$ cat config.mk
export PLATFORM = sky130hd
export DESIGN_NAME = rv_regfile
export DESIGN_NICKNAME = d
export VERILOG_FILES = /design/src/common/rv_isa_pkg.sv /design/src/source/rv_regfile.sv
export VERILOG_INCLUDE_DIRS = /design/src /design/src/common
export SDC_FILE = /design/constraint.sdc
export NUM_CORES = 2
export LEC_CHECK = 0
export ABC_CLOCK_PERIOD_IN_PS = 13200
export BUFFER_PORTS_ARGS = -buffer_cell sky130_fd_sc_hd__buf_2
export CAP_MARGIN = 25
export CORE_UTILIZATION = 40
export CTS_CLUSTER_SIZE = 30
export DETAILED_ROUTE_END_ITERATION = 10
export GPL_ROUTABILITY_DRIVEN = 1
export PLACE_DENSITY_LB_ADDON = 0.12
export SLEW_MARGIN = 10
export SYNTH_ARGS = -nofsm -noshare
export SYNTH_HDL_FRONTEND = slang
export SYNTH_SLANG_ARGS = --single-unit
$ cat constraint.sdc
create_clock -name I_sys_clk -period 13.2 [get_ports I_sys_clk]
set_input_delay 1.32 -clock I_sys_clk [delete_from_list [all_inputs] [get_ports I_sys_clk]]
set_output_delay 1.32 -clock I_sys_clk [all_outputs]
set_load 0.02 [all_outputs]
$ cat src/common/rv_defines.svh
`ifndef RV_DEFINES_SVH
`define RV_DEFINES_SVH

// data width of the integer core
`define RV_XLEN 64

// architectural register count
`define RV_NREGS 32

// first fetch address after reset
`define RV_RESET_PC 64'h0000_0000_0000_0000

// ebreak encoding, raises the halted flag
`define RV_EBREAK 32'h0010_0073

`endif

$ cat src/common/rv_isa_pkg.sv
`default_nettype none

`include "rv_defines.svh"

package rv_isa_pkg;

    ////////////////////
    // architectural widths
    ////////////////////

    typedef logic [31:0] inst_t;
    typedef logic [`RV_XLEN-1:0] xlen_t;
    typedef logic [$clog2(`RV_NREGS)-1:0] reg_addr_t;

    // one strobe bit per byte lane
    typedef logic [`RV_XLEN/8-1:0] strb_t;

    ////////////////////
    // major opcodes
    ////////////////////

    typedef enum logic [6:0] {
        OPC_LUI       = 7'b0110111,
        OPC_AUIPC     = 7'b0010111,
        OPC_JAL       = 7'b1101111,
        OPC_JALR      = 7'b1100111,
        OPC_BRANCH    = 7'b1100011,
        OPC_LOAD      = 7'b0000011,
        OPC_STORE     = 7'b0100011,
        OPC_OP_IMM    = 7'b0010011,
        OPC_OP_IMM_32 = 7'b0011011,
        OPC_OP        = 7'b0110011,
        OPC_OP_32     = 7'b0111011
    } opcode_e;

endpackage

`default_nettype wire

$ cat src/source/rv_regfile.sv
`timescale 1ns/1ns
`default_nettype none

`include "rv_defines.svh"

module rv_regfile (
    input  wire logic                  I_sys_clk,
    input  wire logic                  rst_n,
    input  wire rv_isa_pkg::reg_addr_t rs1,
    input  wire rv_isa_pkg::reg_addr_t rs2,
    output rv_isa_pkg::xlen_t          rs1_data,
    output rv_isa_pkg::xlen_t          rs2_data,
    input  wire logic                  wen,
    input  wire rv_isa_pkg::reg_addr_t rd,
    input  wire rv_isa_pkg::xlen_t     rd_data
);

    rv_isa_pkg::xlen_t regs [`RV_NREGS];

    // x0 is never written, so it keeps its reset value
    always_ff @(posedge I_sys_clk) begin
        if (!rst_n) begin
            for (int i = 0; i < `RV_NREGS; i++) begin
                regs[i] <= '0;
            end
        end else if (wen && (rd != '0)) begin
            regs[rd] <= rd_data;
        end
    end

    assign rs1_data = regs[rs1];
    assign rs2_data = regs[rs2];

    // a write aimed at x0 leaves both read ports at zero for x0
    x0_stays_zero: assert property (
        @(posedge I_sys_clk) disable iff (!rst_n)
        (wen && (rd == '0)) |=> ((rs1 != '0) || (rs1_data == '0)) &&
                                ((rs2 != '0) || (rs2_data == '0))
    ) else $error("x0 reads nonzero after a write to it");

endmodule

`default_nettype wire
==> flow_results.org <==
** Finish
- Number of nets in the layout :: between 7000 and 8000
- In the final layout, the share of cells above drive strength 1 is 0.2497.
- The register with the most flip-flops in the layout has between 2000 and 2500 of them.
- The largest registers in the layout are regs x2048.
- Register with the highest flop count :: regs
- At the end of the flow the core is filled with cells to 0.4500.
- Layout-stage area growth over the synthesis result :: 11.98%

** Global route
- Overall Global Routing Usage :: 0.3365
- Remaining global-route overflow :: 0
- Number of global-route vias before repair :: between 60000 and 70000
- The number of antenna violations at the first check in global routing is 75.
- Entering global routing, the biggest net connects between 100 and 150 pins.
- First-pass GRT wire length :: ~600000 microns

** Routing
- Dividing the detail-routed via count by the number of cells gives approximately 6.6.
- The detailed router placed 70896 vias in this run.
- Number of design rule violations left after detail routing :: 0
- Antenna-violating nets left :: 0
- Avg WL per Cell :: 42.66 microns
- First-iteration detailed-routing DRC count :: around 11000
- Total wire length after detailed routing :: between 400000 and 500000 microns
- Pre-antenna DRT Iters :: 5

** Run
- Max-cap violations in this run came to 0.

** Timing
- Adding up every negative setup slack in the final design gives 0 ps.
- Dividing the final minimum period by the clock period gives 0.5437.
- Final critical path time including I/O delays and setup :: between 7000 and 8000 ps
- Measured against its own limit, the worst slew margin works out to 0.2089.
- Slew of the pin with the lowest slew margin :: 1187 ps
- Unrepaired setup endpoints after global routing :: false
- Fin. Hold Viols :: 0
- Final setup violation count :: 0
- The total count of max-transition violations in the final report came to 0.
- Max Clk Rate :: roughly 0.14 GHz

** CTS
- Clock transition at the registers of the reported paths :: about 60 ps
- Count of instances resized after the clock tree is built :: 0
- Counting every sink on the clock net gives between 2000 and 2500.
- CTS H-tree depth :: 4
- The tree is rooted in a sky130_fd_sc_hd__clkbuf_16.
- TritonCTS clock tree :: done
- Counting along the longest clock path gives a buffer depth of 3.
- Number of clock buffers inserted by TritonCTS :: 230
- Post-CTS timing repair inserted 0 buffers for setup.
- Buffers inserted to repair hold after CTS numbered 0.

** Placement
- Detailed Place HPWL :: 262000 microns
- Count of buffers inserted at the top-level ports :: 209
- GP Congestion :: 0.8733

** Synthesis
- The cell count after synthesis came out at ~7000.
- Counting flops with an async set or reset pin after synthesis yields a share of 0.
- Synthesis instantiated between 40 and 50 different standard cells from the library.
- Average footprint of a synthesized cell :: between 15 and 20 sq um
- Number of storage elements in the synthesis netlist :: ~2000
- Proportion of netlist area held by the largest area contributor :: 0.5778
- Counting instances in the post-synthesis netlist gives the leading cell types as sky130_fd_sc_hd__edfxtp_1 (2048), sky130_fd_sc_hd__and2_1 (1991), sky130_fd_sc_hd__mux4_2 (869).
- The most common cell in the synthesized netlist is sky130_fd_sc_hd__edfxtp_1.
- Cell type with the largest total area after synthesis :: sky130_fd_sc_hd__edfxtp_1
- Synth warnings :: 0
- Synth Cell Area :: ~110000 sq um
- By area the synthesized netlist is led by sky130_fd_sc_hd__edfxtp_1 (58%), sky130_fd_sc_hd__mux4_2 (18%), sky130_fd_sc_hd__and2_1 (12%).
- Dominant synthesized flop cell :: sky130_fd_sc_hd__edfxtp_1
- For this run, the register share of the synthesized area comes to 0.5778.
- Number of enable-type register cells in the synthesized netlist :: between 2000 and 2500

** Floorplanning
- The die covers approximately 270000 sq um.
- During I/O placement, the number of pins put on the boundary was 210.
- Initial standard-cell utilization of the core :: 0.4019
- Die X :: 517.8 microns
- Measured along the y axis, the die boundary spans around 520 microns.
- Standard cell core area :: roughly 260000 sq um
- Cell row count :: 189

** Worst hold path
- The tightest min-delay check is of the in2reg type.

** Pwr
- Power spread over the standard cell area amounts to ~130 nW/um^2.
- Overall power consumption after layout is estimated at 16.04 mW.
- Worst vdd ir :: around 0.17 mV
- Summed over all cells, the static leakage comes to between 40 and 50 nW.

** Worst setup path
- Largest fanout of any net on the critical path :: 43
- At the worst endpoint, the arrival time is slightly below 6000 ps.
- The worst setup path is of the in2out kind.
- STA classifies the critical path startpoint as a primary input.
- STA classifies the critical path endpoint as a primary output.
- Required @ worst endpoint :: roughly 12000 ps

** Status
- Result of the run :: finished, final reports clean
==> report_power, final <==
part           leakage [nW]  total (mW)  internal, mW  switching [mW]
Sequential             19.5        7.72          7.52           0.196
Combinational          17.4        1.95         0.710            1.25
Clock                  3.55        6.37          3.59            2.78
Total                  40.4        16.0          11.8            4.22
==> cells by family (layout without fill, tap and decap cells) <==
logic type      Yosys count  after routing  synth area share
simple gates           2334           2334            0.1351
compound gates          658            658           0.04098
other cells               1            105        0.00003523
buf+inv                 745            877           0.03190
flops                  2048           2048            0.5778
mux                    1187           1187            0.2142
==> per-stage QoR <==
stage,hold WS [ps],instance area (sq um),setup slack [ps],cells
after floorplan,1518,106700,6142,7036
after global placement,1932,111500,6055,10263
after detailed placement,1940,111800,6038,10281
after CTS,986.3,119100,6037,10700
after global routing,1044,119100,5758,10712
final,1030,119200,6023,10742
==> layout by cell type, fill, tap and decap left out, types with 6 or more instances in the layout <==
cell type / n
sky130_fd_sc_hd__clkinv_2: 44
sky130_fd_sc_hd__clkbuf_1: 44
sky130_fd_sc_hd__nor2b_1: 37
sky130_fd_sc_hd__bufinv_16: 18
sky130_fd_sc_hd__clkbuf_16: 236
sky130_fd_sc_hd__a211oi_1: 36
sky130_fd_sc_hd__edfxtp_1: 2048
sky130_fd_sc_hd__diode_2: 41
sky130_fd_sc_hd__nor2b_4: 6
sky130_fd_sc_hd__nand2b_1: 6
sky130_fd_sc_hd__and2_1: 1990
sky130_fd_sc_hd__buf_12: 17
sky130_fd_sc_hd__mux4_2: 869
sky130_fd_sc_hd__o22ai_1: 326
sky130_fd_sc_hd__a2111oi_0: 12
sky130_fd_sc_hd__nor2_2: 6
sky130_fd_sc_hd__clkinv_1: 63
sky130_fd_sc_hd__buf_16: 8
sky130_fd_sc_hd__nor4_1: 89
sky130_fd_sc_hd__o21ai_4: 31
sky130_fd_sc_hd__nor3_1: 6
sky130_fd_sc_hd__a22oi_1: 196
sky130_fd_sc_hd__mux2_2: 32
sky130_fd_sc_hd__nor2_4: 41
sky130_fd_sc_hd__a21oi_1: 41
sky130_fd_sc_hd__buf_2: 206
sky130_fd_sc_hd__nor2_1: 20
sky130_fd_sc_hd__mux2i_1: 286
sky130_fd_sc_hd__nor4_2: 6
sky130_fd_sc_hd__nand2_1: 15
sky130_fd_sc_hd__nand4_1: 27
sky130_fd_sc_hd__nand3_1: 45
sky130_fd_sc_hd__conb_1: 64
sky130_fd_sc_hd__buf_4: 219
==> metal layers <==
metal / GRT usage / vias up / wire length (microns)
li1: - / 27129 / -
met1: 0.4353 / 37829 / 171500
met2: 0.5391 / 4902 / 216200
met3: 0.06742 / 1016 / 45110
met4: 0.1693 / 20 / 25250
met5: 0 / - / 147
==> final cells by class <==
cell class | instances | area [sq um]
Timing Repair Buffer | 456 | 3314
Sequential cell | 2048 | 61500
Clock inverter | 139 | 1170
Multi-Input combinational cell | 4243 | 42600
Clock buffer | 280 | 6071
Antenna cell | 41 | 102.6
Fill cell | 23248 | 145700
Tap cell | 3533 | 4420
Inverter | 2 | 12.51
==> critical path, stage by stage <==
cell	delay (ps)
sky130_fd_sc_hd__buf_8	370
sky130_fd_sc_hd__buf_4	540
sky130_fd_sc_hd__buf_4	770
sky130_fd_sc_hd__buf_4	790
sky130_fd_sc_hd__mux4_2	370
sky130_fd_sc_hd__mux2_2	150
sky130_fd_sc_hd__nor2_1	40
sky130_fd_sc_hd__nor4_1	940
sky130_fd_sc_hd__buf_2	320
==> path summary, 6_finish.rpt <==
check,start,slack [ps],cells past startpoint,to
worst max-delay path,rs2[0],6020,9,rs2_data[38]
worst min-delay path,rd_data[25],1030,2,regs[30][25]
Note: power is estimated with default switching activity, not from simulation.
