## src/common/rv_defines.svh

```systemverilog
`ifndef RV_DEFINES_SVH
`define RV_DEFINES_SVH

// data width of the integer core
`define RV_XLEN 64

// architectural register count
`define RV_NREGS 32

// first fetch address after reset
`define RV_RESET_PC 64'h0000_0000_0000_0000

// ebreak encoding, raises the halted flag
`define RV_EBREAK 32'h0010_0073

`endif

```

## src/common/rv_ctrl_pkg.sv

```systemverilog
`default_nettype none

package rv_ctrl_pkg;

    // one-hot alu operation
    typedef enum logic [9:0] {
        ALU_ADD  = 10'b00_0000_0001,
        ALU_SUB  = 10'b00_0000_0010,
        ALU_SLT  = 10'b00_0000_0100,
        ALU_SLTU = 10'b00_0000_1000,
        ALU_XOR  = 10'b00_0001_0000,
        ALU_OR   = 10'b00_0010_0000,
        ALU_AND  = 10'b00_0100_0000,
        ALU_SLL  = 10'b00_1000_0000,
        ALU_SRL  = 10'b01_0000_0000,
        ALU_SRA  = 10'b10_0000_0000
    } alu_op_e;

    typedef enum logic [2:0] {
        OP1_RS1  = 3'b001,
        OP1_PC   = 3'b010,
        OP1_ZERO = 3'b100
    } opnum1_e;

    typedef enum logic [1:0] {
        OP2_RS2 = 2'b01,
        OP2_IMM = 2'b10
    } opnum2_e;

    // write-back source
    typedef enum logic [2:0] {
        REGIN_ALU  = 3'b001,
        REGIN_MEM  = 3'b010,
        REGIN_SNPC = 3'b100
    } regin_e;

    typedef enum logic [3:0] {
        DNPC_SNPC   = 4'b0001,
        DNPC_BRANCH = 4'b0010,
        DNPC_JAL    = 4'b0100,
        DNPC_JALR   = 4'b1000
    } dnpc_e;

    // same code as funct3[1:0] of loads and stores
    typedef enum logic [1:0] {
        MEM_BYTE  = 2'b00,
        MEM_HALF  = 2'b01,
        MEM_WORD  = 2'b10,
        MEM_DWORD = 2'b11
    } mem_size_e;

endpackage

`default_nettype wire

```

## src/common/rv_isa_pkg.sv

```systemverilog
`default_nettype none

`include "rv_defines.svh"

package rv_isa_pkg;

    ////////////////////
    // architectural widths
    ////////////////////

    typedef logic [31:0] inst_t;
    typedef logic [`RV_XLEN-1:0] xlen_t;
    typedef logic [$clog2(`RV_NREGS)-1:0] reg_addr_t;

    // one strobe bit per byte lane
    typedef logic [`RV_XLEN/8-1:0] strb_t;

    ////////////////////
    // major opcodes
    ////////////////////

    typedef enum logic [6:0] {
        OPC_LUI       = 7'b0110111,
        OPC_AUIPC     = 7'b0010111,
        OPC_JAL       = 7'b1101111,
        OPC_JALR      = 7'b1100111,
        OPC_BRANCH    = 7'b1100011,
        OPC_LOAD      = 7'b0000011,
        OPC_STORE     = 7'b0100011,
        OPC_OP_IMM    = 7'b0010011,
        OPC_OP_IMM_32 = 7'b0011011,
        OPC_OP        = 7'b0110011,
        OPC_OP_32     = 7'b0111011
    } opcode_e;

endpackage

`default_nettype wire

```

## src/common/dec_ctrl_if.sv

```systemverilog
`timescale 1ns/1ns
`default_nettype none

interface dec_ctrl_if;

    rv_isa_pkg::xlen_t      imm;
    rv_ctrl_pkg::alu_op_e   alu_op;
    rv_ctrl_pkg::opnum1_e   opnum1_sel;
    rv_ctrl_pkg::opnum2_e   opnum2_sel;
    logic                   word_op;
    logic                   reg_wen;
    rv_ctrl_pkg::regin_e    regin_sel;
    logic                   mem_wen;
    logic                   mem_ren;
    rv_ctrl_pkg::mem_size_e mem_size;
    logic                   mem_sext;
    rv_ctrl_pkg::dnpc_e     dnpc_sel;

    modport decoder (
        output imm, alu_op, opnum1_sel, opnum2_sel, word_op, reg_wen, regin_sel,
        output mem_wen, mem_ren, mem_size, mem_sext, dnpc_sel
    );

    modport exec (
        input imm, alu_op, opnum1_sel, opnum2_sel, word_op, reg_wen, regin_sel,
        input mem_wen, mem_ren, mem_size, mem_sext, dnpc_sel
    );

endinterface

`default_nettype wire

```

## src/decoder/rv_decoder.sv

```systemverilog
`timescale 1ns/1ns
`default_nettype none

module rv_decoder (
    input  wire rv_isa_pkg::inst_t     inst,
    input  wire rv_isa_pkg::xlen_t     rs1_data,
    input  wire rv_isa_pkg::xlen_t     rs2_data,
    output rv_isa_pkg::reg_addr_t      rs1,
    output rv_isa_pkg::reg_addr_t      rs2,
    output rv_isa_pkg::reg_addr_t      rd,
    dec_ctrl_if.decoder                ctrl
);

    rv_isa_pkg::opcode_e opcode;
    logic [2:0]          funct3;
    logic [6:0]          funct7;
    logic                m_ext;
    rv_isa_pkg::xlen_t   imm_i;
    rv_isa_pkg::xlen_t   imm_s;
    rv_isa_pkg::xlen_t   imm_b;
    rv_isa_pkg::xlen_t   imm_u;
    rv_isa_pkg::xlen_t   imm_j;
    logic                br_eq;
    logic                br_lt;
    logic                br_ltu;
    logic                br_take;

    // funct3 picks the operation, alt selects sub or sra
    function automatic rv_ctrl_pkg::alu_op_e alu_sel(input logic [2:0] f3, input logic alt);
        case (f3)
            3'b000:  return alt ? rv_ctrl_pkg::ALU_SUB : rv_ctrl_pkg::ALU_ADD;
            3'b001:  return rv_ctrl_pkg::ALU_SLL;
            3'b010:  return rv_ctrl_pkg::ALU_SLT;
            3'b011:  return rv_ctrl_pkg::ALU_SLTU;
            3'b100:  return rv_ctrl_pkg::ALU_XOR;
            3'b101:  return alt ? rv_ctrl_pkg::ALU_SRA : rv_ctrl_pkg::ALU_SRL;
            3'b110:  return rv_ctrl_pkg::ALU_OR;
            default: return rv_ctrl_pkg::ALU_AND;
        endcase
    endfunction

    ////////////////////
    // field extraction
    ////////////////////

    assign opcode = rv_isa_pkg::opcode_e'(inst[6:0]);
    assign funct3 = inst[14:12];
    assign funct7 = inst[31:25];
    assign rd     = inst[11:7];
    assign rs1    = inst[19:15];
    assign rs2    = inst[24:20];

    // mul/div group, left undecoded
    assign m_ext = (funct7 == 7'b000_0001);

    // immediates, sign extended from bit 31
    assign imm_i = rv_isa_pkg::xlen_t'($signed(inst[31:20]));
    assign imm_s = rv_isa_pkg::xlen_t'($signed({inst[31:25], inst[11:7]}));
    assign imm_b = rv_isa_pkg::xlen_t'($signed({inst[31], inst[7], inst[30:25],
                                                inst[11:8], 1'b0}));
    assign imm_u = rv_isa_pkg::xlen_t'($signed({inst[31:12], 12'b0}));
    assign imm_j = rv_isa_pkg::xlen_t'($signed({inst[31], inst[19:12], inst[20],
                                                inst[30:21], 1'b0}));

    ////////////////////
    // branch decision
    ////////////////////

    assign br_eq  = (rs1_data == rs2_data);
    assign br_lt  = ($signed(rs1_data) < $signed(rs2_data));
    assign br_ltu = (rs1_data < rs2_data);

    always_comb begin
        case (funct3)
            3'b000:  br_take = br_eq;
            3'b001:  br_take = !br_eq;
            3'b100:  br_take = br_lt;
            3'b101:  br_take = !br_lt;
            3'b110:  br_take = br_ltu;
            3'b111:  br_take = !br_ltu;
            default: br_take = 1'b0;
        endcase
    end

    ////////////////////
    // control bundle
    ////////////////////

    always_comb begin
        // nop defaults, also used for unknown opcodes
        ctrl.imm        = '0;
        ctrl.alu_op     = rv_ctrl_pkg::ALU_ADD;
        ctrl.opnum1_sel = rv_ctrl_pkg::OP1_RS1;
        ctrl.opnum2_sel = rv_ctrl_pkg::OP2_IMM;
        ctrl.word_op    = 1'b0;
        ctrl.reg_wen    = 1'b0;
        ctrl.regin_sel  = rv_ctrl_pkg::REGIN_ALU;
        ctrl.mem_wen    = 1'b0;
        ctrl.mem_ren    = 1'b0;
        ctrl.mem_size   = rv_ctrl_pkg::mem_size_e'(funct3[1:0]);
        ctrl.mem_sext   = !funct3[2];
        ctrl.dnpc_sel   = rv_ctrl_pkg::DNPC_SNPC;

        case (opcode)
            rv_isa_pkg::OPC_LUI: begin
                ctrl.imm        = imm_u;
                ctrl.opnum1_sel = rv_ctrl_pkg::OP1_ZERO;
                ctrl.reg_wen    = 1'b1;
            end
            rv_isa_pkg::OPC_AUIPC: begin
                ctrl.imm        = imm_u;
                ctrl.opnum1_sel = rv_ctrl_pkg::OP1_PC;
                ctrl.reg_wen    = 1'b1;
            end
            rv_isa_pkg::OPC_JAL: begin
                ctrl.imm        = imm_j;
                ctrl.opnum1_sel = rv_ctrl_pkg::OP1_PC;
                ctrl.reg_wen    = 1'b1;
                ctrl.regin_sel  = rv_ctrl_pkg::REGIN_SNPC;
                ctrl.dnpc_sel   = rv_ctrl_pkg::DNPC_JAL;
            end
            rv_isa_pkg::OPC_JALR: begin
                ctrl.imm       = imm_i;
                ctrl.reg_wen   = 1'b1;
                ctrl.regin_sel = rv_ctrl_pkg::REGIN_SNPC;
                ctrl.dnpc_sel  = rv_ctrl_pkg::DNPC_JALR;
            end
            rv_isa_pkg::OPC_BRANCH: begin
                // alu builds the target, decoder picks the path
                ctrl.imm        = imm_b;
                ctrl.opnum1_sel = rv_ctrl_pkg::OP1_PC;
                ctrl.dnpc_sel   = br_take ? rv_ctrl_pkg::DNPC_BRANCH : rv_ctrl_pkg::DNPC_SNPC;
            end
            rv_isa_pkg::OPC_LOAD: begin
                ctrl.imm       = imm_i;
                ctrl.reg_wen   = 1'b1;
                ctrl.mem_ren   = 1'b1;
                ctrl.regin_sel = rv_ctrl_pkg::REGIN_MEM;
            end
            rv_isa_pkg::OPC_STORE: begin
                ctrl.imm     = imm_s;
                ctrl.mem_wen = 1'b1;
            end
            rv_isa_pkg::OPC_OP_IMM, rv_isa_pkg::OPC_OP_IMM_32: begin
                // bit 30 only means sra for shifts, never sub
                ctrl.imm     = imm_i;
                ctrl.reg_wen = 1'b1;
                ctrl.alu_op  = alu_sel(funct3, (funct3 == 3'b101) && inst[30]);
                ctrl.word_op = (opcode == rv_isa_pkg::OPC_OP_IMM_32);
            end
            rv_isa_pkg::OPC_OP, rv_isa_pkg::OPC_OP_32: begin
                ctrl.opnum2_sel = rv_ctrl_pkg::OP2_RS2;
                ctrl.reg_wen    = !m_ext;
                ctrl.alu_op     = alu_sel(funct3, inst[30]);
                ctrl.word_op    = (opcode == rv_isa_pkg::OPC_OP_32);
            end
            default: begin
            end
        endcase

        assert (!(ctrl.reg_wen && ctrl.mem_wen))
            else $error("decoder drives register and memory write together");
    end

endmodule

`default_nettype wire

```

## src/flat_wrapper.sv

```systemverilog
// flat-port wrapper written by rule: the top's interface ports become plain ports
module rv_decoder_flat 
  (inst, rs1_data, rs2_data, rs1, rs2, rd, ctrl_imm, ctrl_alu_op, ctrl_opnum1_sel, ctrl_opnum2_sel, ctrl_word_op, ctrl_reg_wen, ctrl_regin_sel, ctrl_mem_wen, ctrl_mem_ren, ctrl_mem_size, ctrl_mem_sext, ctrl_dnpc_sel);
  dec_ctrl_if ctrl_i ();
  input  wire rv_isa_pkg::inst_t inst;
  input  wire rv_isa_pkg::xlen_t rs1_data;
  input  wire rv_isa_pkg::xlen_t rs2_data;
  output rv_isa_pkg::reg_addr_t rs1;
  output rv_isa_pkg::reg_addr_t rs2;
  output rv_isa_pkg::reg_addr_t rd;
  output wire logic [$bits(ctrl_i.imm)-1:0] ctrl_imm;
  output wire logic [$bits(ctrl_i.alu_op)-1:0] ctrl_alu_op;
  output wire logic [$bits(ctrl_i.opnum1_sel)-1:0] ctrl_opnum1_sel;
  output wire logic [$bits(ctrl_i.opnum2_sel)-1:0] ctrl_opnum2_sel;
  output wire logic [$bits(ctrl_i.word_op)-1:0] ctrl_word_op;
  output wire logic [$bits(ctrl_i.reg_wen)-1:0] ctrl_reg_wen;
  output wire logic [$bits(ctrl_i.regin_sel)-1:0] ctrl_regin_sel;
  output wire logic [$bits(ctrl_i.mem_wen)-1:0] ctrl_mem_wen;
  output wire logic [$bits(ctrl_i.mem_ren)-1:0] ctrl_mem_ren;
  output wire logic [$bits(ctrl_i.mem_size)-1:0] ctrl_mem_size;
  output wire logic [$bits(ctrl_i.mem_sext)-1:0] ctrl_mem_sext;
  output wire logic [$bits(ctrl_i.dnpc_sel)-1:0] ctrl_dnpc_sel;
  assign ctrl_imm = ctrl_i.imm;
  assign ctrl_alu_op = ctrl_i.alu_op;
  assign ctrl_opnum1_sel = ctrl_i.opnum1_sel;
  assign ctrl_opnum2_sel = ctrl_i.opnum2_sel;
  assign ctrl_word_op = ctrl_i.word_op;
  assign ctrl_reg_wen = ctrl_i.reg_wen;
  assign ctrl_regin_sel = ctrl_i.regin_sel;
  assign ctrl_mem_wen = ctrl_i.mem_wen;
  assign ctrl_mem_ren = ctrl_i.mem_ren;
  assign ctrl_mem_size = ctrl_i.mem_size;
  assign ctrl_mem_sext = ctrl_i.mem_sext;
  assign ctrl_dnpc_sel = ctrl_i.dnpc_sel;
  rv_decoder u_core (.inst(inst), .rs1_data(rs1_data), .rs2_data(rs2_data), .rs1(rs1), .rs2(rs2), .rd(rd), .ctrl(ctrl_i));
endmodule
```

## config.mk

```make
export PLATFORM = sky130hd
export DESIGN_NAME = rv_decoder_flat
export DESIGN_NICKNAME = d
export VERILOG_FILES = /design/src/common/rv_ctrl_pkg.sv /design/src/common/rv_isa_pkg.sv /design/src/common/dec_ctrl_if.sv /design/src/decoder/rv_decoder.sv /design/src/flat_wrapper.sv
export VERILOG_INCLUDE_DIRS = /design/src /design/src/common
export SDC_FILE = /design/constraint.sdc
export NUM_CORES = 1
export LEC_CHECK = 0
export BUFFER_PORTS_ARGS = -buffer_cell sky130_fd_sc_hd__buf_2
export CORE_AREA = 2 2 104 106
export DETAILED_ROUTE_END_ITERATION = 6
export DIE_AREA = 0 0 106 108
export SYNTH_ARGS = -nofsm -noshare
export SYNTH_HDL_FRONTEND = slang
export SYNTH_SLANG_ARGS = --single-unit
```

## constraint.sdc

```tcl
create_clock -name vclk -period 4.9
set_input_delay 0.98 -clock vclk [all_inputs]
set_output_delay 0.98 -clock vclk [all_outputs]
set_load 0.005 [all_outputs]
```

==> metrics.cfg <==
[detailed_routing]
firstDrtPassIters = 4
routed_via_density = 4.56
routed_wl_um = 9120
postRouteAntennaNets = 0
via_count = 3384
drc_errors = 0
wl_per_cell_um = 12.3
drtIter0Drc = 156

[place]
routabilityCongestion = 0.811
place_hpwl_um = 8450
numPortBuffers = 268
postPlaceCellArea_um2 = 3820
dpl_worst_slack_ps = 604

[cells_and_area]
drive_above_1_share_pct = 45.7
finish.instance_area_um2 = 3820
num_antenna_cells = 0
fillers = 1107
nets = 832
post-route-util_pct = 37.4
num-clock-buffers = 0
multi_input_area_um2 = 2010
area_delta_synth_final_pct = 42.0
n_sequential_cell = 0
regArea_um2 = 0

[sta]
final_max_slew_viol_count = 0
hold_viol_final = 0
slew_headroom_pct = 54.1
finalSetupViolCount = 0
fin_ws_ps = 625
period_needed_ps = 4280
period_share_pct = 87.3
fmax_mhz = 234
tightest_slew_ps = 685
rsz0062_at_grt = false
finalSetupTns_ps = 0

[synth]
yosysSeqAreaShare_pct = 0
syn_nets = 616
synthesis.area_um2 = 2690
yosysTopAreaCell = ha_1
avgSynthCellArea_um2 = 6.87
yosysWarnings = 0
yosysTopAreaCellShare_pct = 29.7
synth.distinct_cells = 46
synth.area.top_cells = ha_1, buf_4, inv_1, a21o_1, a21oi_1
syn_inst = 392

[floorplan]
fp.dieW_um = 106
num_rows = 37
die_area_um2 = 11400
die_y_um = 108
start_util_pct = 26.3
io_pins = 268
core_area_um2 = 10200

[run_status]
status = finished, final reports clean

[worst_setup_path]
cpMostUsedCell = buf_2
worstPathRequired_ps = 3920
worstPathMaxFanout = 11
crit_path_start_kind = primary input
crit_slowest_cell = nor2b_1
path_cells = buf_2, nand2b_1, nor3_2, a21oi_1, o21ai_1, nor2_1, nor2b_1, a21o_1, buf_2
crit_type = in2out
worstSetupEndpointType = primary output
critPathMaxStageDelay_ps = 600
worstPathArrival_ps = 3300

[job]
maxCapViolations = 0

[clocking]
postCtsSetupRepairBufs = 0
hold_buffers = 0
cts-resized-gates = 0

[worst_hold_path]
hold_path.class = in2out

[global_route]
grt_max_degree = 34
grt_pass1_wl_um = 13800
antenna_found_initial = 0
grt_use_total_pct = 14.2
grt_pass1_vias = 3141
grt_overflow_total = 0

[power_and_ir_drop]
power.leakage_uw = 0.00266
vdd_drop_max_mv = 0.0245
power_density_nw_per_um2 = 63.4

==> Yosys cell counts, drive strengths merged <==
master,count
a211o,1
a21boi,3
a21o,24
a21oi,28
a221o,2
a221oi,1
a222oi,2
a22o,4
a31o,1
a41o,1
and2,3
and3,1
buf,52
clkbuf,5
ha,64
inv,75
nand2,20
nand2b,3
nand3,8
nand4,16
nand4b,2
nor2,20
nor2b,7
nor3,10
nor4,5
nor4b,1
o211a,1
o211ai,1
o21a,1
o21ai,13
o221ai,2
o22ai,1
o31ai,2
o41ai,1
or2,1
or3,3
or4,4
xnor2,2
xor2,1
==> where the power goes <==
group	switching (µW)	internal, µW
combinational	120	122
sequential	0	0
clock	0	0
total	120	122
==> per-stage QoR <==
step | hold slack [ps] | total power (µW) | instances
after floorplan | 1990 | 139 | 392
after global placement | 2140 | 237 | 742
after detailed placement | 2140 | 244 | 742
after CTS | 2140 | 245 | 742
after global routing | 2150 | 278 | 742
final | 2140 | 242 | 742
==> layout make-up <==
type                       instances  area share (%)
inverter                          75            7.36
multi-input combinational        260            52.5
tap                              136            4.45
timing repair buffer             271            35.7
==> metal layers <==
layer  track usage [%]  routed length [µm]  part of all wire (%)
met1              19.3                4100                    45
met2              26.1                4420                    48
met4             0.282                  19                  0.21
met3             0.844                 591                   6.5
met5                 0                   0                     0
==> critical path: cells and delay by family <==
| family | cells | cell delay [ps] |
|---|---|---|
| compound gates | 3 | 600 |
| simple gates | 4 | 1450 |
| buf+inv | 2 | 260 |
==> cells by family after synthesis <==
kind of cell,count (synthesis),synth area share (%)
buffers and inverters,132,25.5
and+or+nand+nor,104,21.8
AOI/OAI and AO/OA,89,22.0
adders and majority gates,64,29.7
xor gates and xnor gates,3,0.976
==> path summary, 6_finish.rpt <==
kind	slack (ps)	cells after the start	endpoint	startpoint
worst max-delay path	620	9	ctrl_imm[28]	inst[6]
worst min-delay path	2140	2	rd[2]	inst[9]
==> cells in the final DEF (no fill, tap or decap), drive strengths merged <==
| cell type | instances |
|---|---|
| a211o | 1 |
| a222oi | 2 |
| a22o | 4 |
| o31ai | 2 |
| buf | 271 |
| a21boi | 3 |
| o211ai | 1 |
| a21oi | 28 |
| and2 | 3 |
| or4 | 4 |
| o21ai | 13 |
| nor3 | 10 |
| nand2b | 3 |
| nor4 | 5 |
| o41ai | 1 |
| or2 | 1 |
| or3 | 3 |
| a41o | 1 |
| inv | 75 |
| a31o | 1 |
| nand3 | 8 |
| and3 | 1 |
| nand4 | 16 |
| o211a | 1 |
| o221ai | 2 |
| nor4b | 1 |
| a221o | 2 |
| xor2 | 1 |
| nor2b | 7 |
| nand2 | 20 |
| nand4b | 2 |
| ha | 64 |
| a21o | 24 |
| o22ai | 1 |
| o21a | 1 |
| xnor2 | 2 |
| a221oi | 1 |
| nor2 | 20 |
Power figures use the tool's default switching activity.
