==> src/common/rv_defines.svh <==
`ifndef RV_DEFINES_SVH
`define RV_DEFINES_SVH

// data width of the integer core
`define RV_XLEN 64

// architectural register count
`define RV_NREGS 32

// first fetch address after reset
`define RV_RESET_PC 64'h0000_0000_0000_0000

// ebreak encoding, raises the halted flag
`define RV_EBREAK 32'h0010_0073

`endif

==> src/common/rv_ctrl_pkg.sv <==
`default_nettype none

package rv_ctrl_pkg;

    // one-hot alu operation
    typedef enum logic [9:0] {
        ALU_ADD  = 10'b00_0000_0001,
        ALU_SUB  = 10'b00_0000_0010,
        ALU_SLT  = 10'b00_0000_0100,
        ALU_SLTU = 10'b00_0000_1000,
        ALU_XOR  = 10'b00_0001_0000,
        ALU_OR   = 10'b00_0010_0000,
        ALU_AND  = 10'b00_0100_0000,
        ALU_SLL  = 10'b00_1000_0000,
        ALU_SRL  = 10'b01_0000_0000,
        ALU_SRA  = 10'b10_0000_0000
    } alu_op_e;

    typedef enum logic [2:0] {
        OP1_RS1  = 3'b001,
        OP1_PC   = 3'b010,
        OP1_ZERO = 3'b100
    } opnum1_e;

    typedef enum logic [1:0] {
        OP2_RS2 = 2'b01,
        OP2_IMM = 2'b10
    } opnum2_e;

    // write-back source
    typedef enum logic [2:0] {
        REGIN_ALU  = 3'b001,
        REGIN_MEM  = 3'b010,
        REGIN_SNPC = 3'b100
    } regin_e;

    typedef enum logic [3:0] {
        DNPC_SNPC   = 4'b0001,
        DNPC_BRANCH = 4'b0010,
        DNPC_JAL    = 4'b0100,
        DNPC_JALR   = 4'b1000
    } dnpc_e;

    // same code as funct3[1:0] of loads and stores
    typedef enum logic [1:0] {
        MEM_BYTE  = 2'b00,
        MEM_HALF  = 2'b01,
        MEM_WORD  = 2'b10,
        MEM_DWORD = 2'b11
    } mem_size_e;

endpackage

`default_nettype wire

==> src/common/rv_isa_pkg.sv <==
`default_nettype none

`include "rv_defines.svh"

package rv_isa_pkg;

    ////////////////////
    // architectural widths
    ////////////////////

    typedef logic [31:0] inst_t;
    typedef logic [`RV_XLEN-1:0] xlen_t;
    typedef logic [$clog2(`RV_NREGS)-1:0] reg_addr_t;

    // one strobe bit per byte lane
    typedef logic [`RV_XLEN/8-1:0] strb_t;

    ////////////////////
    // major opcodes
    ////////////////////

    typedef enum logic [6:0] {
        OPC_LUI       = 7'b0110111,
        OPC_AUIPC     = 7'b0010111,
        OPC_JAL       = 7'b1101111,
        OPC_JALR      = 7'b1100111,
        OPC_BRANCH    = 7'b1100011,
        OPC_LOAD      = 7'b0000011,
        OPC_STORE     = 7'b0100011,
        OPC_OP_IMM    = 7'b0010011,
        OPC_OP_IMM_32 = 7'b0011011,
        OPC_OP        = 7'b0110011,
        OPC_OP_32     = 7'b0111011
    } opcode_e;

endpackage

`default_nettype wire

==> src/common/dec_ctrl_if.sv <==
`timescale 1ns/1ns
`default_nettype none

interface dec_ctrl_if;

    rv_isa_pkg::xlen_t      imm;
    rv_ctrl_pkg::alu_op_e   alu_op;
    rv_ctrl_pkg::opnum1_e   opnum1_sel;
    rv_ctrl_pkg::opnum2_e   opnum2_sel;
    logic                   word_op;
    logic                   reg_wen;
    rv_ctrl_pkg::regin_e    regin_sel;
    logic                   mem_wen;
    logic                   mem_ren;
    rv_ctrl_pkg::mem_size_e mem_size;
    logic                   mem_sext;
    rv_ctrl_pkg::dnpc_e     dnpc_sel;

    modport decoder (
        output imm, alu_op, opnum1_sel, opnum2_sel, word_op, reg_wen, regin_sel,
        output mem_wen, mem_ren, mem_size, mem_sext, dnpc_sel
    );

    modport exec (
        input imm, alu_op, opnum1_sel, opnum2_sel, word_op, reg_wen, regin_sel,
        input mem_wen, mem_ren, mem_size, mem_sext, dnpc_sel
    );

endinterface

`default_nettype wire

==> src/source/rv_lsu.sv <==
`timescale 1ns/1ns
`default_nettype none

module rv_lsu (
    dec_ctrl_if.exec               ctrl,
    input  wire rv_isa_pkg::xlen_t addr,
    input  wire rv_isa_pkg::xlen_t store_data,
    input  wire rv_isa_pkg::xlen_t mem_rdata,
    input  wire logic              halted,
    output rv_isa_pkg::xlen_t      dmem_addr,
    output logic                   dmem_wen,
    output rv_isa_pkg::strb_t      dmem_wstrb,
    output rv_isa_pkg::xlen_t      dmem_wdata,
    output rv_isa_pkg::xlen_t      load_data
);

    logic [2:0]        lane;
    logic [5:0]        lane_bits;
    rv_isa_pkg::strb_t size_mask;
    rv_isa_pkg::xlen_t lane_data;
    rv_isa_pkg::xlen_t ext_data;

    // memory is addressed in doublewords
    assign dmem_addr = {addr[$bits(addr)-1:3], 3'b000};
    assign lane      = addr[2:0];
    assign lane_bits = {lane, 3'b000};

    ////////////////////
    // store path
    ////////////////////

    always_comb begin
        case (ctrl.mem_size)
            rv_ctrl_pkg::MEM_BYTE: size_mask = 8'h01;
            rv_ctrl_pkg::MEM_HALF: size_mask = 8'h03;
            rv_ctrl_pkg::MEM_WORD: size_mask = 8'h0f;
            default:               size_mask = 8'hff;
        endcase
    end

    assign dmem_wstrb = size_mask << lane;
    assign dmem_wdata = store_data << lane_bits;
    assign dmem_wen   = ctrl.mem_wen && !halted;

    ////////////////////
    // load path
    ////////////////////

    assign lane_data = mem_rdata >> lane_bits;

    always_comb begin
        case (ctrl.mem_size)
            rv_ctrl_pkg::MEM_BYTE: begin
                ext_data = ctrl.mem_sext ? {{56{lane_data[7]}}, lane_data[7:0]}
                                         : {56'b0, lane_data[7:0]};
            end
            rv_ctrl_pkg::MEM_HALF: begin
                ext_data = ctrl.mem_sext ? {{48{lane_data[15]}}, lane_data[15:0]}
                                         : {48'b0, lane_data[15:0]};
            end
            rv_ctrl_pkg::MEM_WORD: begin
                ext_data = ctrl.mem_sext ? {{32{lane_data[31]}}, lane_data[31:0]}
                                         : {32'b0, lane_data[31:0]};
            end
            default: ext_data = lane_data;
        endcase
    end

    assign load_data = ctrl.mem_ren ? ext_data : '0;

endmodule

`default_nettype wire

==> src/flat_wrapper.sv <==
// flat-port wrapper written by rule: the top's interface ports become plain ports
module rv_lsu_flat 
  (addr, store_data, mem_rdata, halted, dmem_addr, dmem_wen, dmem_wstrb, dmem_wdata, load_data, ctrl_imm, ctrl_alu_op, ctrl_opnum1_sel, ctrl_opnum2_sel, ctrl_word_op, ctrl_reg_wen, ctrl_regin_sel, ctrl_mem_wen, ctrl_mem_ren, ctrl_mem_size, ctrl_mem_sext, ctrl_dnpc_sel);
  dec_ctrl_if ctrl_i ();
  input  wire rv_isa_pkg::xlen_t addr;
  input  wire rv_isa_pkg::xlen_t store_data;
  input  wire rv_isa_pkg::xlen_t mem_rdata;
  input  wire logic halted;
  output rv_isa_pkg::xlen_t dmem_addr;
  output logic dmem_wen;
  output rv_isa_pkg::strb_t dmem_wstrb;
  output rv_isa_pkg::xlen_t dmem_wdata;
  output rv_isa_pkg::xlen_t load_data;
  input wire logic [$bits(ctrl_i.imm)-1:0] ctrl_imm;
  input wire logic [$bits(ctrl_i.alu_op)-1:0] ctrl_alu_op;
  input wire logic [$bits(ctrl_i.opnum1_sel)-1:0] ctrl_opnum1_sel;
  input wire logic [$bits(ctrl_i.opnum2_sel)-1:0] ctrl_opnum2_sel;
  input wire logic [$bits(ctrl_i.word_op)-1:0] ctrl_word_op;
  input wire logic [$bits(ctrl_i.reg_wen)-1:0] ctrl_reg_wen;
  input wire logic [$bits(ctrl_i.regin_sel)-1:0] ctrl_regin_sel;
  input wire logic [$bits(ctrl_i.mem_wen)-1:0] ctrl_mem_wen;
  input wire logic [$bits(ctrl_i.mem_ren)-1:0] ctrl_mem_ren;
  input wire logic [$bits(ctrl_i.mem_size)-1:0] ctrl_mem_size;
  input wire logic [$bits(ctrl_i.mem_sext)-1:0] ctrl_mem_sext;
  input wire logic [$bits(ctrl_i.dnpc_sel)-1:0] ctrl_dnpc_sel;
  assign ctrl_i.imm = ctrl_imm;
  assign ctrl_i.alu_op = ctrl_alu_op;
  assign ctrl_i.opnum1_sel = ctrl_opnum1_sel;
  assign ctrl_i.opnum2_sel = ctrl_opnum2_sel;
  assign ctrl_i.word_op = ctrl_word_op;
  assign ctrl_i.reg_wen = ctrl_reg_wen;
  assign ctrl_i.regin_sel = ctrl_regin_sel;
  assign ctrl_i.mem_wen = ctrl_mem_wen;
  assign ctrl_i.mem_ren = ctrl_mem_ren;
  assign ctrl_i.mem_size = ctrl_mem_size;
  assign ctrl_i.mem_sext = ctrl_mem_sext;
  assign ctrl_i.dnpc_sel = ctrl_dnpc_sel;
  rv_lsu u_core (.ctrl(ctrl_i), .addr(addr), .store_data(store_data), .mem_rdata(mem_rdata), .halted(halted), .dmem_addr(dmem_addr), .dmem_wen(dmem_wen), .dmem_wstrb(dmem_wstrb), .dmem_wdata(dmem_wdata), .load_data(load_data));
endmodule
==> config.mk <==
export PLATFORM = sky130hd
export DESIGN_NAME = rv_lsu_flat
export DESIGN_NICKNAME = d
export VERILOG_FILES = /design/src/common/rv_ctrl_pkg.sv /design/src/common/rv_isa_pkg.sv /design/src/common/dec_ctrl_if.sv /design/src/source/rv_lsu.sv /design/src/flat_wrapper.sv
export VERILOG_INCLUDE_DIRS = /design/src /design/src/common
export SDC_FILE = /design/constraint.sdc
export NUM_CORES = 1
export LEC_CHECK = 0
export BUFFER_PORTS_ARGS = -buffer_cell sky130_fd_sc_hd__buf_4
export CAP_MARGIN = 20
export CORE_AREA = 4 4 189 191
export DETAILED_ROUTE_END_ITERATION = 8
export DIE_AREA = 0 0 193 195
export GPL_TIMING_DRIVEN = 1
export PLACE_DENSITY = 0.52
export SLEW_MARGIN = 0
export SYNTH_ARGS = -nofsm -noshare
export SYNTH_HDL_FRONTEND = slang
export SYNTH_SLANG_ARGS = --single-unit
==> constraint.sdc <==
create_clock -name vclk -period 1.5
set_clock_uncertainty 0.05 [all_clocks]
set_input_delay 0.075 -clock vclk [all_inputs]
set_output_delay 0.075 -clock vclk [all_outputs]
set_load 0.02 [all_outputs]
==> metrics, run 1 <==
global-route wire length before repair=45470 µm; register area share after synthesis=0%; outcome=finished with violations; Final WS setup=-0.3407 ns; sequential cell count=0; Ports=487; Min Clock Period, post-route=1.841 ns; GRT Residual Overflow=0; cells along the critical path=buf_12 -> buf_12 -> buf_12 -> mux2i_1 -> mux4_2 -> or2_0 -> a21oi_2 -> buf_6; worst path bufs/invs=4; Avg Inst Size Synth=7.231 µm²; cts hold-fix bufs=0; HP Class=in -> out; Setup violations, final=99; register area=0 µm²; Inst Count DP=1473; global placer's final weighted congestion=0.8628; top post-synthesis cells by count=108 x mux2i_1, 76 x buf_4, 72 x a21oi_1; largest net degree at the start of global routing=56; count of input and output buffers=274; vias per inst=4.581; Residual DRC=0; hold slack=0.1000 ns; non-filler cells in the finished layout=1489; final core occ=30.37%; die height=195 µm; Yosys top cell by area=mux2i_1; Worst VDD drop=0.1511 mV; slowest CP cell=mux4_2; DP HPWL=26170 µm; Slew Limit Fails=0; Max-cap violations=0; die area=0.03764 mm²; failing checks=setup timing; top cells by area, synth=mux2i_1 21%, buf_4 11%, mux4_2 10%; CORE AREA=0.03412 mm²; post-synthesis cell type count=47; GRT Overall Usage=15.58%; Worst path max stage delay=0.48 ns; Top delay family on crit path=multiplexers; leakage dissipation=4.398 nW; Setup Crit Path Kind=in -> out; Starting Density=15.09%; vias in the first global route=6996; Final ANT Viol Nets=0; Critical Path RT=1.37 ns; CP arrival=1.72 ns; fin nets=1319; CP most frequent cell=buf_12; synth warn=0; count leader, synth=mux2i_1; first drt pass iteration count=5; Area growth syn-to-layout=101.2%; Fmax=543.3 MHz; row count=68; routed via count=6821; fraction of layout cells with a size suffix above 1=65.96%; clock buf count=0; fill count=3597; Hold Vio Cnt, Final=0; final WL=31910 µm; 1st-iter DRT viols=302; initial antenna violation count=6; WL/cell=21.43 µm; Synth Instances=712; Synth top area share=21.00%; fin crit share=122.7%; power per cell area=374.6 mW/mm²; critical path capture point type=output port; Synth Cell Area=0.005149 mm²; RSZ-0062 raised after global routing=true; startpoint types=primary input; critical path fanouts, max=20; Horiz. Die Dim=193 µm
kinds of logic after synthesis:
logic type / after synthesis / share of synthesized area, %
other: 1 / 0.07283
AO/OA/AOI/OAI: 218 / 25.64
AND/OR/NAND/NOR: 169 / 15.29
multiplexers: 175 / 40.75
buffers and inverters: 149 / 18.25
routing by layer:
layer	share of wire [%]	GRT usage, %
met3	7.3	4.094
met4	3.0	4.013
met2	45	24.36
met5	0.17	0
met1	45	21.31
final timing paths:
check	startpoint	end	slack [ns]	depth (start not counted)
worst max-delay path	addr[1]	load_data[12]	-0.34	8
worst min-delay path	addr[32]	dmem_addr[32]	0.10	0
final cells by class:
class / instances / area, µm² / area share, %
Multi-Input combinational cell: 565 / 5423 / 52.34
Tap cell: 455 / 569.3 / 5.495
Antenna cell: 3 / 7.507 / 0.07246
Timing Repair Buffer: 462 / 4345 / 41.94
Inverter: 4 / 15.01 / 0.1449
layout by cell type (no fill, tap or decap), types with 4 or more instances in the layout:
cell type and n:
a21oi_1 46, o21ai_0 6, buf_12 34, buf_16 5
o22ai_1 6, a31oi_4 45, clkbuf_16 4, mux2i_1 78
mux2i_2 24, nand2b_1 8, a21oi_2 23, o2bb2ai_1 15
o21ai_2 11, o21ai_1 22, o211ai_1 13, nor2_1 53
nand2_1 58, o22ai_2 10, mux2i_4 6, mux4_2 23
buf_6 71, mux2_4 5, and2_1 4, mux2_2 39
and3_1 9, buf_4 346, nor2b_1 8, nor2_4 4
power by group:
part            total [mW]  switching [mW]  internal [mW]  leakage (nW)
clock          0.000000167               0    0.000000167     0.0000175
combinational         3.88            1.93           1.95          4.40
sequential               0               0              0             0
what timing repair did:
action,4_1_cts,5_1_grt
cloned,4,4
resized for setup,141,53
buffers inserted,7,1
pin swaps,12,6
setup endpoints to repair,127,125
through the flow:
| step | cell area, µm² | setup slack [ns] | setup TNS (ns) | power [mW] |
|---|---|---|---|---|
| finish | 10360 | -0.3407 | -19.90 | 3.881 |
| global route | 10360 | -0.3745 | -25.30 | 4.112 |
| CTS | 10090 | -0.3464 | -20.66 | 3.782 |
| detailed placement | 9407 | -0.3620 | -30.22 | 3.509 |
| global placement | 9407 | -0.3903 | -28.79 | 3.494 |
| floorplan | 6102 | -0.1060 | -5.303 | 2.124 |
No activity file was read; power rests on OpenSTA's default activity.
==> inputs of run 2 (changes only) <==
--- a/config.mk
+++ b/config.mk
@@ -6,13 +6,14 @@
 export SDC_FILE = /design/constraint.sdc
 export NUM_CORES = 1
 export LEC_CHECK = 0
+export ABC_AREA = 1
 export BUFFER_PORTS_ARGS = -buffer_cell sky130_fd_sc_hd__buf_4
 export CAP_MARGIN = 20
-export CORE_AREA = 4 4 189 191
+export CORE_AREA = 4 4 187 189
 export DETAILED_ROUTE_END_ITERATION = 8
-export DIE_AREA = 0 0 193 195
+export DIE_AREA = 0 0 191 193
 export GPL_TIMING_DRIVEN = 1
-export PLACE_DENSITY = 0.52
+export PLACE_DENSITY = 0.53
 export SLEW_MARGIN = 0
 export SYNTH_ARGS = -nofsm -noshare
 export SYNTH_HDL_FRONTEND = slang
==> run 2 against run 1 <==
Against the previous run:
- the run still ends with setup timing left
- final cell count rose by 15%
- count of clock-buffer cells in the layout unchanged
- synthesized cell count is 38% higher
- area after synthesis is 1.9% lower
- first-iteration DRC count rose by 71%
- via count is 12% higher
- routed wire length fell by 1.6%
- power is 9.2% lower
- design area is 11% lower
- critical path type unchanged
==> metrics, run 2 <==
DP HPWL=25120 µm; CP arrival=1.52 ns; most frequent cells in the layout=347 x buf_4, 315 x nand2_1, 80 x inv_1; xor/xnor share of the synthesized area=0%; largest family of logic cells by synthesized area=simple AND/OR/NAND/NOR gates; vias per inst=4.462; Slew Limit Fails=0; internal cell power=1.585 mW; dpl ws=-0.2647 ns; initial antenna violation count=3; Compound-Gate Fraction of Synth Area=21.23%; Worst VDD drop=0.1545 mV; top post-synthesis cells by count=333 x nand2_1, 119 x o21ai_0, 88 x inv_1; count of input and output buffers=274; global placer's final weighted congestion=0.8792; Residual DRC=0; Comb power frac=100.0%; failing checks=setup timing; 1st-iter DRT viols=515; Pwr Total=3.524 mW; Synth top area share=24.75%; Max-cap violations=0; hold path start=addr[32]; Avg Inst Size Synth=5.133 µm²; Final WS setup=-0.1485 ns; Post-Synth Simple-Gate Area=47.26%; final WL=31400 µm; Setup Crit Path Kind=in -> out; post-synthesis cell type count=34; HP Class=in -> out; first drt pass iteration count=5; most common cell after layout, fill and taps aside=buf_4; GRT Residual Overflow=0; clock buf count=0; Sequential Power Share=0%; critical path capture point type=output port; net switching power=1.940 mW; Ports=487; Setup violations, final=80; WHS Endpoint=dmem_addr[32]; critical path fanouts, max=7; leakage dissipation=4.707 nW; Yosys top cell by area=nand2_1; register area share after synthesis=0%; fraction of layout cells with a size suffix above 1=47.63%; hold slack=0.1000 ns; cts hold-fix bufs=0; Synth Cell Area=0.005051 mm²; sequential cell count=0; startpoint types=primary input; post-synthesis mux area share=4.954%; outcome=finished with violations; routed via count=7652; Hold Vio Cnt, Final=0; Horiz. Die Dim=191 µm; power per cell area=383.7 mW/mm²; Switching Share=55.03%; global-route wire length before repair=44390 µm; RSZ-0062 raised after global routing=true; die height=193 µm; Min Clock Period, post-route=1.648 ns; top cells by area, synth=nand2_1 25%, o21ai_0 12%, buf_4 11%; count leader, synth=nand2_1; GRT Overall Usage=15.33%; Fmax=606.6 MHz; CORE AREA=0.03328 mm²; Critical Path RT=1.37 ns; clock share of power=0%; row count=67; Starting Density=15.18%; Synth Instances=984; Area growth syn-to-layout=81.87%; Final ANT Viol Nets=0; Post-Synth Adder-Cell Area=0%; hold path depth=0; die area=0.03686 mm²; fin crit share=109.9%; fin nets=1554; vias in the first global route=7561; synth warn=0; WL/cell=18.31 µm; register area=0 µm²; largest net degree at the start of global routing=73
-- run 2: cell types whose count changed after synthesis, moves of 41 or more --
cell	before	now
o21ai_0	39	119
inv_1	3	88
a31oi_1	48	0
mux2_2	41	0
nand3_1	1	81
nand2_1	59	333
mux2i_1	108	25
-- run 2: power groups by stage --
| stage | Sequential [mW] | Combinational [mW] | Clock, mW |
|---|---|---|---|
| CTS | 0 | 3.21 | 0 |
| floorplan | 0 | 1.77 | 0 |
| finish | 0 | 3.52 | 0.0000000896 |
| global placement | 0 | 2.94 | 0 |
| detailed placement | 0 | 2.95 | 0 |
| global route | 0 | 3.78 | 0.0000000896 |
-- run 2: worst max-delay path by stage --
stage	slack [ns]	cells past startpoint	endpoint	start
2_1_floorplan	0.03	7	dmem_wdata[40]	addr[1]
3_3_place_gp	-0.27	10	load_data[25]	addr[0]
3_5_place_dp	-0.26	10	load_data[25]	addr[0]
4_1_cts	-0.11	10	dmem_wdata[53]	addr[0]
5_1_grt	-0.22	12	load_data[59]	addr[0]
6_report	-0.15	14	load_data[18]	addr[0]
-- run 2: layout make-up --
class | instances | area, µm²
fillers | 3765 | 24090
multi-input cells | 749 | 4402
repair buffers | 422 | 3826
well taps | 448 | 560.5
inverters | 94 | 384.1
repair inverters | 1 | 11.26
diodes | 1 | 2.502
-- run 2: layer usage --
metal  up-vias  track usage (%)  routed length [µm]
met5         -                0                  34
met4         4            5.249                1204
met3        70            2.647                2139
met2       353            28.52               16030
met1      3541            17.74               12000
li1       3684                -                   -
-- run 2: logic make-up after synthesis --
group / after synthesis
AOI/OAI and AO/OA: 197
buffers and inverters: 238
muxes: 25
other: 1
and+or+nand+nor: 523
-- run 2: repair_timing --
action	CTS	global route
pin swaps	11	39
setup endpoints to repair	108	121
gates cloned	4	5
buffers inserted	9	16
gates resized for setup	129	166
-- run 2: critical path, stage by stage --
cell and delay, ns:
buf_12 0.12, buf_12 0.15, nand2_2 0.08, nand3_2 0.09, nand3_2 0.08, nand2_2 0.07
nand2_4 0.09, nand2_8 0.08, buf_4 0.15, buf_12 0.11, buf_12 0.12, o21ai_2 0.11
inv_1 0.06, buf_6 0.13
-- run 2: stage by stage --
stage,cells,util [%],area (µm²),TNS [ns]
after floorplan,986,-,5059,0
after global placement,1682,23.54,7835,-12.59
after detailed placement,1682,23.54,7835,-12.68
after CTS,1694,25.28,8412,-4.154
after global routing,1715,27.60,9186,-13.19
final,1715,27.60,9186,-5.537
==> inputs of run 3 (changes only) <==
--- a/config.mk
+++ b/config.mk
@@ -9,11 +9,13 @@
 export ABC_AREA = 1
 export BUFFER_PORTS_ARGS = -buffer_cell sky130_fd_sc_hd__buf_4
 export CAP_MARGIN = 20
-export CORE_AREA = 4 4 187 189
+export CELL_PAD_IN_SITES_DETAIL_PLACEMENT = 1
+export CELL_PAD_IN_SITES_GLOBAL_PLACEMENT = 2
+export CORE_MARGIN = 4
+export CORE_UTILIZATION = 14
 export DETAILED_ROUTE_END_ITERATION = 8
-export DIE_AREA = 0 0 191 193
 export GPL_TIMING_DRIVEN = 1
-export PLACE_DENSITY = 0.53
+export PLACE_DENSITY = 0.91
 export SLEW_MARGIN = 0
 export SYNTH_ARGS = -nofsm -noshare
 export SYNTH_HDL_FRONTEND = slang
==> run 3 against run 2 <==
Against the previous run:
- the run still ends with setup timing left
- sequential share of layout area unchanged
- final cell count down 0.41%
- critical endpoint is now load_data[41]
- non-clock buffer count down 22
- hold slack about the same
- combinational power down 1%
- largest cell class unchanged
- die area up 6.3%
- critical path type unchanged
==> metrics, run 3 (same netlist as run 2, synthesis figures left out) <==
die height=197.9 µm; Critical Path RT=1.37 ns; leakage dissipation=4.583 nW; clock share of power=0%; Slew Limit Fails=0; Worst VDD drop=0.1831 mV; largest net degree at the start of global routing=45; startpoint types=primary input; Max-cap violations=0; critical path capture point type=output port; fin nets=1533; CP arrival=1.55 ns; global placer's final weighted congestion=0.9034; first drt pass iteration count=4; Setup violations, final=66; CORE AREA=0.03557 mm²; fin crit share=112.0%; DP HPWL=27210 µm; 1st-iter DRT viols=288; routed via count=7638; net switching power=1.967 mW; vias in the first global route=7910; sequential cell count=0; vias per inst=4.472; die area=0.03918 mm²; outcome=finished with violations; HP Class=in -> out; Hold Vio Cnt, Final=0; Switching Share=56.52%; row count=69; cts hold-fix bufs=0; CP startpoint=addr[0]; Final ANT Viol Nets=0; WL/cell=19.89 µm; Pwr Total=3.481 mW; final WL=33980 µm; Residual DRC=0; Min Clock Period, post-route=1.680 ns; power per cell area=386.4 mW/mm²; register area=0 µm²; count of input and output buffers=274; initial antenna violation count=4; critical path fanouts, max=6; Final WS setup=-0.1799 ns; Fmax=595.3 MHz; most common cell after layout, fill and taps aside=buf_4; internal cell power=1.514 mW; Sequential Power Share=0%; most frequent cells in the layout=308 x buf_4, 304 x nand2_1, 76 x nand3_1; GRT Residual Overflow=0; global-route wire length before repair=47530 µm; Ports=487; Starting Density=14.20%; Horiz. Die Dim=197.9 µm; Comb power frac=100.0%; Setup Crit Path Kind=in -> out; hold path start=addr[31]; final core occ=25.33%; failing checks=setup timing; RSZ-0062 raised after global routing=true; clock buf count=0; fraction of layout cells with a size suffix above 1=47.39%; Area growth syn-to-layout=78.35%; GRT Overall Usage=15.47%
## run 3: changes by cell type in the layout (fill, tap and decap cells not counted), sizes merged
cell    change
clkinv      +1
clkbuf      -1
buf        -21
diode       +1
## run 3: repair_timing
item / CTS / global route
endpoints found under the hold margin: 0 / 0
setup endpoints to repair: 112 / 112
cloned: 4 / 3
setup buffers: 10 / 9
pin swaps: 13 / 21
gates resized for setup: 89 / 234
## run 3: cell type report
type / instances / area, µm²
repair inverters: 2 / 17.52
diodes: 2 / 5.005
repair buffers: 400 / 3650
multi-input cells: 749 / 4362
fillers: 4475 / 26560
inverters: 94 / 397.9
well taps: 461 / 576.8
## run 3: path summary, 6_finish.rpt
path / end / slack (ns) / cells past startpoint
setup / recovery: load_data[41] / -0.18 / 12
hold / removal: dmem_addr[31] / 0.10 / 0
## run 3: critical path, cell delays in order
cell and delay [ns]:
buf_12 0.13, buf_8 0.13, buf_12 0.12, nor2_8 0.09
nand2_4 0.07, a21oi_4 0.15, nand3_2 0.11, nand2_4 0.12
nor2_4 0.09, buf_6 0.13, nor3_4 0.19, buf_6 0.14
## run 3: metrics by stage
stage	instance area (µm²)	hold slack [ns]	TNS [ns]	std cells	setup WS, ns
final	9009	0.1000	-6.473	1708	-0.1799
after global routing	9009	0.1000	-12.37	1708	-0.2551
after CTS	8129	0.1001	-5.902	1694	-0.1560
after detailed placement	7714	0.1001	-14.38	1680	-0.2880
after global placement	7714	0.1001	-11.46	1680	-0.2413
after floorplan	5059	0.1798	0	986	0.02829
## run 3: per-layer routing
metal	vias up	wire length (µm)	part of all wire [%]	GRT usage, %
met2	291	17990	53	30.34
met3	58	2091	6.2	2.484
met4	4	931	2.7	3.469
met5	-	27	0.079	0
met1	3651	12940	38	17.35
li1	3634	-	-	-
## run 3: power by group through the flow
stage | combinational (mW) | sequential, mW | clock (mW)
after global placement | 2.92 | 0 | 0
after CTS | 3.14 | 0 | 0
after floorplan | 1.77 | 0 | 0
after global routing | 3.74 | 0 | 0.000000180
after detailed placement | 2.95 | 0 | 0
final | 3.48 | 0 | 0.000000180
